## config.mk

```make
export PLATFORM = sky130hd
export DESIGN_NAME = lsu
export DESIGN_NICKNAME = d
export VERILOG_FILES = /design/src/hw/lsu_pkg.sv /design/src/hw/core_pkg.sv /design/src/hw/lsu.sv /design/src/hw/lsu_load_extract.sv /design/src/hw/lsu_store_align.sv
export SDC_FILE = /design/constraint.sdc
export NUM_CORES = 1
export LEC_CHECK = 0
export BUFFER_PORTS_ARGS = -buffer_cell sky130_fd_sc_hd__buf_2
export CORE_MARGIN = 10
export CORE_UTILIZATION = 46
export CTS_BUF_LIST = sky130_fd_sc_hd__clkbuf_8
export DETAILED_ROUTE_END_ITERATION = 12
export GPL_TIMING_DRIVEN = 0
export PLACE_DENSITY = 0.8
export SYNTH_ARGS = -nofsm -noshare
export SYNTH_HDL_FRONTEND = slang
export SYNTH_SLANG_ARGS = --single-unit
export TNS_END_PERCENT = 10
```

## constraint.sdc

```tcl
create_clock -name clk_i -period 3.5 [get_ports clk_i]
set_input_delay 0.7 -clock clk_i [delete_from_list [all_inputs] [get_ports clk_i]]
set_output_delay 0.7 -clock clk_i [all_outputs]
set_load 0.01 [all_outputs]
```

## src/hw/lsu_pkg.sv

```systemverilog
/*
  LSU operation encoding, data memory geometry and load pipeline depth.
  Op bit 3 marks a store, bits 1:0 give the access size (byte, half, word).
  Bit 2 marks an unsigned load.
*/

package lsu_pkg;

  // Load/store operation, bit 3 = store, bit 2 = unsigned, bits 1:0 = size
  typedef enum logic [3:0] {
    LSU_LB  = 4'b0000,
    LSU_LH  = 4'b0001,
    LSU_LW  = 4'b0010,
    LSU_LBU = 4'b0100,
    LSU_LHU = 4'b0101,
    LSU_SB  = 4'b1000,
    LSU_SH  = 4'b1001,
    LSU_SW  = 4'b1010
  } lsu_op_e;

  localparam int unsigned OP_STORE_BIT = 3;        // Store marker inside lsu_op_e

  ////////////////////////////////////////////////////
  // Data memory geometry
  ////////////////////////////////////////////////////
  localparam int unsigned DMEM_WORDS = 256;        // Depth in 32-bit words
  localparam int unsigned DMEM_IDX_W = $clog2(DMEM_WORDS);

  typedef logic [DMEM_IDX_W-1:0] dmem_idx_t;       // Word index, address wraps

  ////////////////////////////////////////////////////
  // Load timing
  ////////////////////////////////////////////////////
  // Request edge to writeback: request reg, RAM read, word latch
  localparam int unsigned LOAD_LATENCY = 3;
  localparam int unsigned LOAD_STAGES  = LOAD_LATENCY - 1; // Stages before the word latch

endpackage : lsu_pkg

```

## src/hw/core_pkg.sv

```systemverilog
/*
  Core-wide widths for a 32-bit RV32I datapath.
  Only XLEN = 32 is supported; byte lanes assume four 8-bit lanes per word.
*/

package core_pkg;

  localparam int unsigned XLEN     = 32;           // Data and address width
  localparam int unsigned NUM_REGS = 32;           // Integer register file depth
  localparam int unsigned NUM_BE   = XLEN / 8;     // Byte lanes per word

  // Data word as held in registers and memory
  typedef logic [XLEN-1:0] data_t;

  // Byte address, full width before any wrap into the RAM
  typedef logic [XLEN-1:0] addr_t;

  typedef logic [$clog2(NUM_REGS)-1:0] reg_idx_t;  // Register file index
  typedef logic [NUM_BE-1:0]           byte_en_t;  // One enable per byte lane
  typedef logic [$clog2(NUM_BE)-1:0]   byte_off_t; // Byte offset in a word

endpackage : core_pkg
```

## src/hw/lsu.sv

```systemverilog
/*
  Load-store unit for a single-port data RAM with one-cycle registered read.
  One request per clock, no back-pressure. Loads write back LOAD_LATENCY
  edges after the request edge. Misaligned accesses never reach the RAM;
  they raise a one-cycle flag and the faulting address is held after it.
*/
`timescale 1ns/1ns

module lsu (
  input  logic                clk_i,
  input  logic                rstn_i,

  // Request from the execute stage
  input  logic                req_valid_i,
  input  lsu_pkg::lsu_op_e    req_op_i,
  input  core_pkg::addr_t     req_addr_i,
  input  core_pkg::data_t     req_wdata_i,
  input  core_pkg::reg_idx_t  req_rd_i,

  // Register file writeback
  output logic                wb_valid_o,
  output core_pkg::data_t     wb_data_o,
  output core_pkg::reg_idx_t  wb_rd_o,

  // Exceptions to the trap logic
  output logic                misaligned_load_o,
  output logic                misaligned_store_o,
  output core_pkg::addr_t     misaligned_addr_o,

  // Data RAM port
  output lsu_pkg::dmem_idx_t  mem_idx_o,
  output core_pkg::byte_en_t  mem_we_o,
  output core_pkg::data_t     mem_wdata_o,
  input  core_pkg::data_t     mem_rdata_i
);

  localparam int unsigned LAST = lsu_pkg::LOAD_STAGES - 1;

  logic                misaligned;                 // Access breaks size alignment
  logic                is_store;
  logic                load_issue;                 // Valid aligned load this cycle
  core_pkg::byte_off_t req_off;
  core_pkg::data_t     st_data;
  core_pkg::byte_en_t  st_be;

  // Load pipeline, index 0 is the request register stage
  logic                pipe_valid_q [lsu_pkg::LOAD_STAGES];
  lsu_pkg::lsu_op_e    pipe_op_q    [lsu_pkg::LOAD_STAGES];
  core_pkg::byte_off_t pipe_off_q   [lsu_pkg::LOAD_STAGES];
  core_pkg::reg_idx_t  pipe_rd_q    [lsu_pkg::LOAD_STAGES];

  // Writeback stage
  core_pkg::data_t     wb_word_q;                  // Raw RAM word
  lsu_pkg::lsu_op_e    wb_op_q;
  core_pkg::byte_off_t wb_off_q;

  assign is_store = req_op_i[lsu_pkg::OP_STORE_BIT];
  assign req_off  = req_addr_i[1:0];

  ////////////////////////////////////////////////////
  // Alignment check
  ////////////////////////////////////////////////////
  always_comb begin
    case (req_op_i)
      lsu_pkg::LSU_LH, lsu_pkg::LSU_LHU, lsu_pkg::LSU_SH: misaligned = req_off[0];
      lsu_pkg::LSU_LW, lsu_pkg::LSU_SW:                   misaligned = |req_off;
      default:                                            misaligned = 1'b0; // Bytes
    endcase
  end

  assign load_issue = req_valid_i & ~is_store & ~misaligned;

  always_ff @(posedge clk_i) begin
    if (!rstn_i) begin
      misaligned_load_o  <= 1'b0;
      misaligned_store_o <= 1'b0;
    end else begin
      misaligned_load_o  <= req_valid_i & misaligned & ~is_store; // One cycle pulse
      misaligned_store_o <= req_valid_i & misaligned & is_store;
    end
  end

  // Faulting address stays until the next misaligned access
  always_ff @(posedge clk_i) begin
    if (req_valid_i && misaligned) begin
      misaligned_addr_o <= req_addr_i;
    end
  end

  ////////////////////////////////////////////////////
  // Memory request register
  ////////////////////////////////////////////////////
  lsu_store_align u_store_align (
    .op_i    (req_op_i),
    .off_i   (req_off),
    .wdata_i (req_wdata_i),
    .data_o  (st_data),
    .be_o    (st_be)
  );

  always_ff @(posedge clk_i) begin
    if (!rstn_i) begin
      mem_we_o <= '0;
    end else if (req_valid_i && !misaligned) begin
      mem_we_o <= st_be;                           // Zero for loads
    end else begin
      mem_we_o <= '0;
    end
  end

  always_ff @(posedge clk_i) begin
    mem_idx_o   <= req_addr_i[lsu_pkg::DMEM_IDX_W+1:2]; // Wraps modulo RAM depth
    mem_wdata_o <= st_data;
  end

  ////////////////////////////////////////////////////
  // Load pipeline
  ////////////////////////////////////////////////////
  always_ff @(posedge clk_i) begin
    if (!rstn_i) begin
      for (int i = 0; i < lsu_pkg::LOAD_STAGES; i++) begin
        pipe_valid_q[i] <= 1'b0;
      end
    end else begin
      pipe_valid_q[0] <= load_issue;
      for (int i = 1; i < lsu_pkg::LOAD_STAGES; i++) begin
        pipe_valid_q[i] <= pipe_valid_q[i-1];
      end
    end
  end

  always_ff @(posedge clk_i) begin
    pipe_op_q[0]  <= req_op_i;                     // Sideband follows the valid bit
    pipe_off_q[0] <= req_off;
    pipe_rd_q[0]  <= req_rd_i;
    for (int i = 1; i < lsu_pkg::LOAD_STAGES; i++) begin
      pipe_op_q[i]  <= pipe_op_q[i-1];
      pipe_off_q[i] <= pipe_off_q[i-1];
      pipe_rd_q[i]  <= pipe_rd_q[i-1];
    end
  end

  ////////////////////////////////////////////////////
  // Writeback
  ////////////////////////////////////////////////////
  always_ff @(posedge clk_i) begin
    if (!rstn_i) begin
      wb_valid_o <= 1'b0;
    end else begin
      wb_valid_o <= pipe_valid_q[LAST];
    end
  end

  always_ff @(posedge clk_i) begin
    wb_word_q <= mem_rdata_i;                      // RAM word read on the previous edge
    wb_op_q   <= pipe_op_q[LAST];
    wb_off_q  <= pipe_off_q[LAST];
    wb_rd_o   <= pipe_rd_q[LAST];
  end

  lsu_load_extract u_load_extract (
    .op_i   (wb_op_q),
    .off_i  (wb_off_q),
    .word_i (wb_word_q),
    .data_o (wb_data_o)
  );

endmodule : lsu

```

## src/hw/lsu_load_extract.sv

```systemverilog
/*
  Combinational load result formatting.
  Selects the byte or halfword given by the offset and extends it to XLEN.
  Offset is assumed legal for the access size.
*/
`timescale 1ns/1ns

module lsu_load_extract (
  input  lsu_pkg::lsu_op_e    op_i,
  input  core_pkg::byte_off_t off_i,
  input  core_pkg::data_t     word_i,
  output core_pkg::data_t     data_o
);

  logic [4:0]      bit_shift;
  core_pkg::data_t shifted_word;                   // Addressed byte moved to lane 0
  logic [7:0]      sel_byte;
  logic [15:0]     sel_half;

  assign bit_shift    = {off_i, 3'b000};
  assign shifted_word = word_i >> bit_shift;
  assign sel_byte     = shifted_word[7:0];

  // Halfword picked by offset bit 1 only
  assign sel_half = off_i[1] ? word_i[31:16] : word_i[15:0];

  ////////////////////////////////////////////////////
  // Extension by op
  ////////////////////////////////////////////////////
  always_comb begin
    case (op_i)
      lsu_pkg::LSU_LB: begin
        data_o = {{24{sel_byte[7]}}, sel_byte};    // Sign extend byte
      end
      lsu_pkg::LSU_LBU: begin
        data_o = {24'h000000, sel_byte};           // Zero extend byte
      end
      lsu_pkg::LSU_LH: begin
        data_o = {{16{sel_half[15]}}, sel_half};   // Sign extend half
      end
      lsu_pkg::LSU_LHU: begin
        data_o = {16'h0000, sel_half};             // Zero extend half
      end
      lsu_pkg::LSU_LW: begin
        data_o = word_i;
      end
      default: begin
        data_o = '0;                               // Stores never write back
      end
    endcase
  end

endmodule : lsu_load_extract

```

## src/hw/lsu_store_align.sv

```systemverilog
/*
  Combinational store lane placement.
  Assumes the address offset is already legal for the access size.
  Loads and unknown ops give zero enables and zero data.
*/
`timescale 1ns/1ns

module lsu_store_align (
  input  lsu_pkg::lsu_op_e   op_i,
  input  core_pkg::byte_off_t off_i,
  input  core_pkg::data_t    wdata_i,
  output core_pkg::data_t    data_o,
  output core_pkg::byte_en_t be_o
);

  logic [4:0] bit_shift;                           // Lane offset in bits

  assign bit_shift = {off_i, 3'b000};

  always_comb begin
    data_o = '0;
    be_o   = '0;
    case (op_i)
      lsu_pkg::LSU_SB: begin
        // Byte lands on the addressed lane only
        data_o = core_pkg::data_t'(wdata_i[7:0]) << bit_shift;
        be_o   = core_pkg::byte_en_t'(4'b0001) << off_i;
      end
      lsu_pkg::LSU_SH: begin
        if (off_i[1]) begin                        // Upper half
          data_o = {wdata_i[15:0], 16'h0000};
          be_o   = 4'b1100;
        end else begin                             // Lower half
          data_o = {16'h0000, wdata_i[15:0]};
          be_o   = 4'b0011;
        end
      end
      lsu_pkg::LSU_SW: begin
        data_o = wdata_i;                          // Whole word, all lanes
        be_o   = 4'b1111;
      end
      default: begin
        data_o = '0;                               // Loads write nothing
        be_o   = '0;
      end
    endcase
  end

endmodule : lsu_store_align

```

---- Yosys cells after proc, flatten, opt, wreduce, memory -nomap -nowiden ----
Memory sizes are Yosys's and may differ from the RTL's. A register that Yosys moved wholly into a read port is not among the register bits.
Cells that the tools add are included.
storage, ports and cells
  flip-flop bits (word level) ............. 110
  RAM bits ................................ 24
  input bits .............................. 108
  memories ................................ 4
cells by class
  eq/ne operators ......................... 10
  shift operators ......................... 3
  multiplexer cells ....................... 11
  bitwise gates (word level) .............. 9
  reductions and logical operators ........ 9
memories
  memory        depth  bits a word  rd ports  clocked after memory_dff  write ports  line       RTL
  pipe_rd_q     2      5            2         1                         2            lsu.sv:50  core_pkg::reg_idx_t pipe_rd_q [lsu_pkg::LOAD_STAGES];
  pipe_op_q     2      4            2         1                         2            lsu.sv:48  lsu_pkg::lsu_op_e pipe_op_q [lsu_pkg::LOAD_STAGES];
  pipe_off_q    2      2            2         1                         2            lsu.sv:49  core_pkg::byte_off_t pipe_off_q [lsu_pkg::LOAD_STAGES];
  pipe_valid_q  2      1            2         1                         2            lsu.sv:47  logic pipe_valid_q [lsu_pkg::LOAD_STAGES];
operators by type and width
  operator                                                                number
  32-bit case mux with 5 select lines                                     1
  32-bit case mux with 3 select lines                                     1
  32-bit 2-to-1 mux                                                       1
  8-bit by 5-bit << shifter with 32-bit output                            1
  32-bit by 5-bit right shift with 8-bit output                           1
  16-bit 2-to-1 mux                                                       1
  4-bit by 3-bit equality test with 1-bit output (second input constant)  3
  4-bit equality test (second input constant)                             3
  4-bit case mux with 3 select lines                                      1
  4-bit by 1-bit equality test with 1-bit output (second input constant)  2
  4-bit by 2-bit equality test with 1-bit output (second input constant)  2
  1-bit AND                                                               5
  4-bit logical NOT                                                       1
  1-bit 2-to-1 mux                                                        4
  4-bit 2-to-1 mux                                                        1
  2-bit OR reduction                                                      2
  1-bit by 2-bit << shifter with 4-bit output (first input constant)      1
  3-bit OR reduction                                                      1
  1-bit logical AND                                                       2
  1-bit logical NOT                                                       2
  1-bit inverter                                                          2
  1-bit bitwise OR                                                        2
  1-bit case mux with 2 select lines                                      1
  2-bit AND reduction                                                     1

---- Logic depth before layout (Yosys ltp) ----
  depth in word-level cells ............... 6
  depth in mapped cells ................... 7
  mapped depth without buffers ............ 4

---- Hierarchy ----
From an unflattened synthesis, not the netlist that was laid out.
unflattened totals
  cell total of the unflattened synthesis .. 345
  area, all modules ....................... 4,650.7 um^2
by module, submodules not included
  module            instances  cells an instance  area each (um^2)  seq. area each (um^2)
  lsu               1          167                3,372.0           3,243.1
  lsu_load_extract  1          98                 699.4             0.0
  lsu_store_align   1          80                 579.3             0.0

---- Worst setup path after synthesis ----
Ideal clock, no wire load.
  kind .................................... input -> register
  start point ............................. input req_op_i[0]
  end point ............................... register misaligned_addr_o[0], enable pin
  arrival ................................. 2,409 ps
  data required time ...................... 3,108 ps
  path slack .............................. 699 ps
  cell stages on the path ................. 5
  path through ............................ clkbuf_1 > nand2b_1 > o21a_1 > o22ai_1 > and2_1
between the ends
  word-level cells in the longest chain between the ends .. 4
  elaborated cells between the ends (all ways) .. 9
RTL lines
  element                                                                       line       RTL
  start, declared                                                               lsu.sv:15  input lsu_pkg::lsu_op_e req_op_i,
  4-bit by 1-bit equality test with 1-bit output, or another cell as far along  lsu.sv:64  case (req_op_i)
  3-bit OR reduction / 2-bit OR reduction (equally long branches)               lsu.sv:64
  1-bit case mux with 2 select lines *                                          lsu.sv:64
  1-bit logical AND *                                                           lsu.sv:85  if (req_valid_i && misaligned) begin
  end signal, assigned                                                          lsu.sv:86  misaligned_addr_o <= req_addr_i;
  end, declared                                                                 lsu.sv:28  output core_pkg::addr_t misaligned_addr_o,
Mark *: on every way between the ends. The rest lies on a longest branch, timed or not.
A chain may end at the register's enable or synchronous reset.

---- Worst setup path after layout ----
  start point ............................. register wb_op_q[0], read port of pipe_op_q
  end point ............................... output wb_data_o[19]
between the ends
  word-level cells in the longest chain between the ends .. 2
  elaborated cells between the ends (all ways) .. 6
RTL lines
  element                                                                       line                    RTL
  start, declared                                                               lsu.sv:54               lsu_pkg::lsu_op_e wb_op_q;
  4-bit by 2-bit equality test with 1-bit output, or another cell as far along  lsu_load_extract.sv:31  case (op_i)
  32-bit case mux with 5 select lines *                                         lsu_load_extract.sv:31
  end, declared                                                                 lsu.sv:22               output core_pkg::data_t wb_data_o,
Marked as above.

==> impl_results.md <==
- CTS Buf Count: 17
- Worst R2R Path Depth: 1
- Setup ws final: 0.471 ns
- Worst Path Max Fanout: 10
- Initial antenna violation count: 2
- Mapped Avg Cell Area: 13.5 um2
- Final setup fails: 0
- Distinct cells, synth: 41
- Synth warnings: 0
- Post-synth ARST share: 0%
- # rows: 35
- Postcts setup bufs: 0
- Final Hold Fails: 0
- GRT overflow: 0
- Skew final: 0.00627 ns
- Worst Hold Depth: 0
- Reg area: 0.00324 mm2
- Delay-heaviest family, CP: simple AND/OR/NAND/NOR gates
- Pwr Total: 3380 uW
- Drt pass-1 iters: 4
- CP Class: flop to output pin
- Met2 Usage GRT: 34.1%
- Clock Pin Slew Worst Setup and Hold Paths: 0.08 ns
- Met3 Usage GRT: 9.54%
- Top FF cell, synth: dfxtp_1
- Period utilisation layout: 86.5%
- Slew Viols, Final: 0
- CP Launch Type: flop
- Iteration-0 DRC Markers: 167
- Synth area leader: dfxtp_1
- Int Pwr: 2520 uW
- Post-DP HPWL: 10400 um
- Hold Path Class: flop to flop
- Synthesized area: 0.00440 mm2
- Area grow syn2layout: 38.3%
- Slew HR: 48.0%
- WL final: 13100 um
- Fillers: 762
- Pin count of the biggest net entering global routing: 33
- Share of post-route cells with drive strength above 1: 46.0%
- CTS Hold Bufs: 0
- RSZ-0062 raised after global routing: no
- Switching pwr: 864 uW
- Tightest Pin Transition: 0.778 ns
- Final Util: 65.5%
- GRT Overall Usage: 18.8%
- Sequential share of the synthesized area: 73.8%
- Cells after synthesis: 325
- Fin nets: 675
- Full die area: 0.0139 mm2
- Pleak: 0.00293 uW
- Residual DRC: 0
- P per Cell Area: 557 mW/mm2
- CP required: 2.80 ns
- #FFs+latches synth: 146
- Core Box Area: 0.00928 mm2
- Crit path cell chain: buf_2, nor4b_4, clkbuf_1, nand2_1, nand2_1, buf_2
- Combinational fraction of design power: 8.0%
- Die Y: 118 um
- Starting Density: 47.4%
- Worst Hold Endpoint: pipe_rd_q[1][4]$_DFF_P_
- Max Cap Violations: 0
- Die width: 118 um
- First-pass GRT wire length: 20600 um
- Via density per instance: 4.86
- Status: finished, final reports clean
- Sw Share: 25.5%
- Clock share of power: 38.0%
- Crit path DAT: 2.33 ns
- Design Area, Final: 0.00608 mm2
- Sequential fraction of design power: 54.0%
- HP Start: pipe_rd_q[0][4]$_DFF_P_
- Max clock buf depth: 2
- Worst skew pair latency: 0.42 ns
- R2r setup slk: 2.95 ns
- Vias in the first global route: 3873
- GRT met1 Usage: 17.5%
- RR Startpoint: pipe_valid_q[0]$_SDFF_PN0_
- Worst VDD drop: 0.298 mV
- Post-synth EDFFs: 32
- Worst path slowest cell: nor4b_4
- Clock sink count: 146
- PortBufs: 223
- Syn Nets: 433
- Placed instance area: 0.00567 mm2
- Max incr delay on CP: 0.60 ns
- Setup tns final: 0 ns
- Min cycle time layout: 3.03 ns
- Routed vias: 3459
- Buf/Inv on CP: 3
- Synth cell count leaders: dfxtp_1, nand2_1, edfxtp_1, a22o_1, a221o_1
- Leading post-synthesis cells by cell area: dfxtp_1, edfxtp_1, nand2_1
- Area taken by multi-input logic gates: 0.00109 mm2
- Gpl congestion: 0.906
- CTS root buffer: clkbuf_8
- Count leader, synth: dfxtp_1
- Worst setup EP type: output pin
- Antenna viol nets, final: 0
- CTS H-tree depth: 4
- CTS tree: built
- Worst r2r dst: pipe_valid_q[1]$_SDFF_PN0_
- Pre-CTS setup slack: 0.150 ns
- Fmax: 330 MHz
- I/O pins: 224
- WL per Instance: 18.5 um
- Grt peak-use layer: met2
- Cts repair resizes: 0
- Post-synth top area share: 51.9%
-- cells by family (layout without fill, tap and decap cells) --
group / count (synthesis) / count (layout) / synth area share (%)
mux: 11 / 11 / 2.85
simple gates: 92 / 92 / 10.8
buf+inv: 15 / 270 / 1.54
flops: 146 / 146 / 73.8
other cells: 0 / 2 / 0
compound gates: 61 / 61 / 11.1
-- power by group through the flow --
stage	sequential (uW)	combinational (uW)	clock [uW]
6_report	1830	272	1290
5_1_grt	1840	297	1400
4_1_cts	1830	275	1320
3_5_place_dp	1870	273	0
3_3_place_gp	1860	266	0
2_1_floorplan	1880	94.1	0
-- worst max-delay path by stage --
stage	start	to	slack (ns)	cells after the start
final	wb_op_q[0]$_DFF_P_	wb_data_o[19]	0.47	6
after global routing	wb_op_q[0]$_DFF_P_	wb_data_o[17]	0.29	6
after CTS	wb_op_q[0]$_DFF_P_	wb_data_o[19]	0.42	6
after detailed placement	req_op_i[0]	misaligned_addr_o[19]$_DFFE_PP_	0.15	6
after global placement	req_op_i[0]	misaligned_addr_o[14]$_DFFE_PP_	0.24	6
after floorplan	req_op_i[0]	misaligned_addr_o[0]$_DFFE_PP_	0.70	5
-- layer usage --
| layer | vias up | part of all wire [%] |
|---|---|---|
| li1 | 1659 | - |
| met1 | 1620 | 34 |
| met2 | 156 | 53 |
| met3 | 24 | 11 |
| met4 | 0 | 2.1 |
| met5 | - | 0 |
-- registers in the layout, indices dropped and copies added (netlist names) --
register,count
mem_idx_o,8
mem_wdata_o,32
mem_we_o,4
misaligned_addr_o,32
misaligned_load_o,1
misaligned_store_o,1
pipe_off_q,4
pipe_op_q,8
pipe_rd_q,10
pipe_valid_q,2
wb_off_q,2
wb_op_q,4
wb_rd_o,5
wb_valid_o,1
wb_word_q,32
-- cells in the final DEF (no fill, tap or decap), types with 2 or more instances in the layout --
| master | count |
|---|---|
| nand3_1 | 2 |
| buf_2 | 226 |
| a22o_1 | 16 |
| or3_1 | 2 |
| inv_6 | 5 |
| clkinv_4 | 3 |
| clkbuf_8 | 17 |
| clkbuf_1 | 8 |
| inv_8 | 4 |
| a21oi_1 | 2 |
| nor2_1 | 13 |
| diode_2 | 2 |
| o21a_1 | 3 |
| nor3_1 | 3 |
| nand2_1 | 43 |
| edfxtp_1 | 32 |
| a211oi_1 | 2 |
| mux2i_1 | 8 |
| a221o_1 | 15 |
| a22oi_1 | 9 |
| o21ai_0 | 11 |
| inv_1 | 3 |
| nand2b_1 | 4 |
| dfxtp_1 | 114 |
| and3_1 | 2 |
| and2_1 | 10 |
-- per-stage QoR --
| step | instances | hold slack [ns] |
|---|---|---|
| after CTS | 709 | 0.332 |
| final | 711 | 0.331 |
| after global routing | 709 | 0.339 |
| after floorplan | 325 | 0.310 |
| after detailed placement | 677 | 0.312 |
| after global placement | 677 | 0.310 |
-- layout make-up --
| type | count | share of cell area, % |
|---|---|---|
| sequential | 146 | 53.3 |
| tap | 129 | 2.65 |
| clock inverter | 15 | 2.72 |
| timing repair buffer | 223 | 18.4 |
| multi-input combinational | 164 | 17.9 |
| antenna | 2 | 0.0823 |
| buffer | 13 | 0.988 |
| inverter | 2 | 0.123 |
| clock buffer | 17 | 3.85 |
Note: power is estimated with default switching activity, not from simulation.
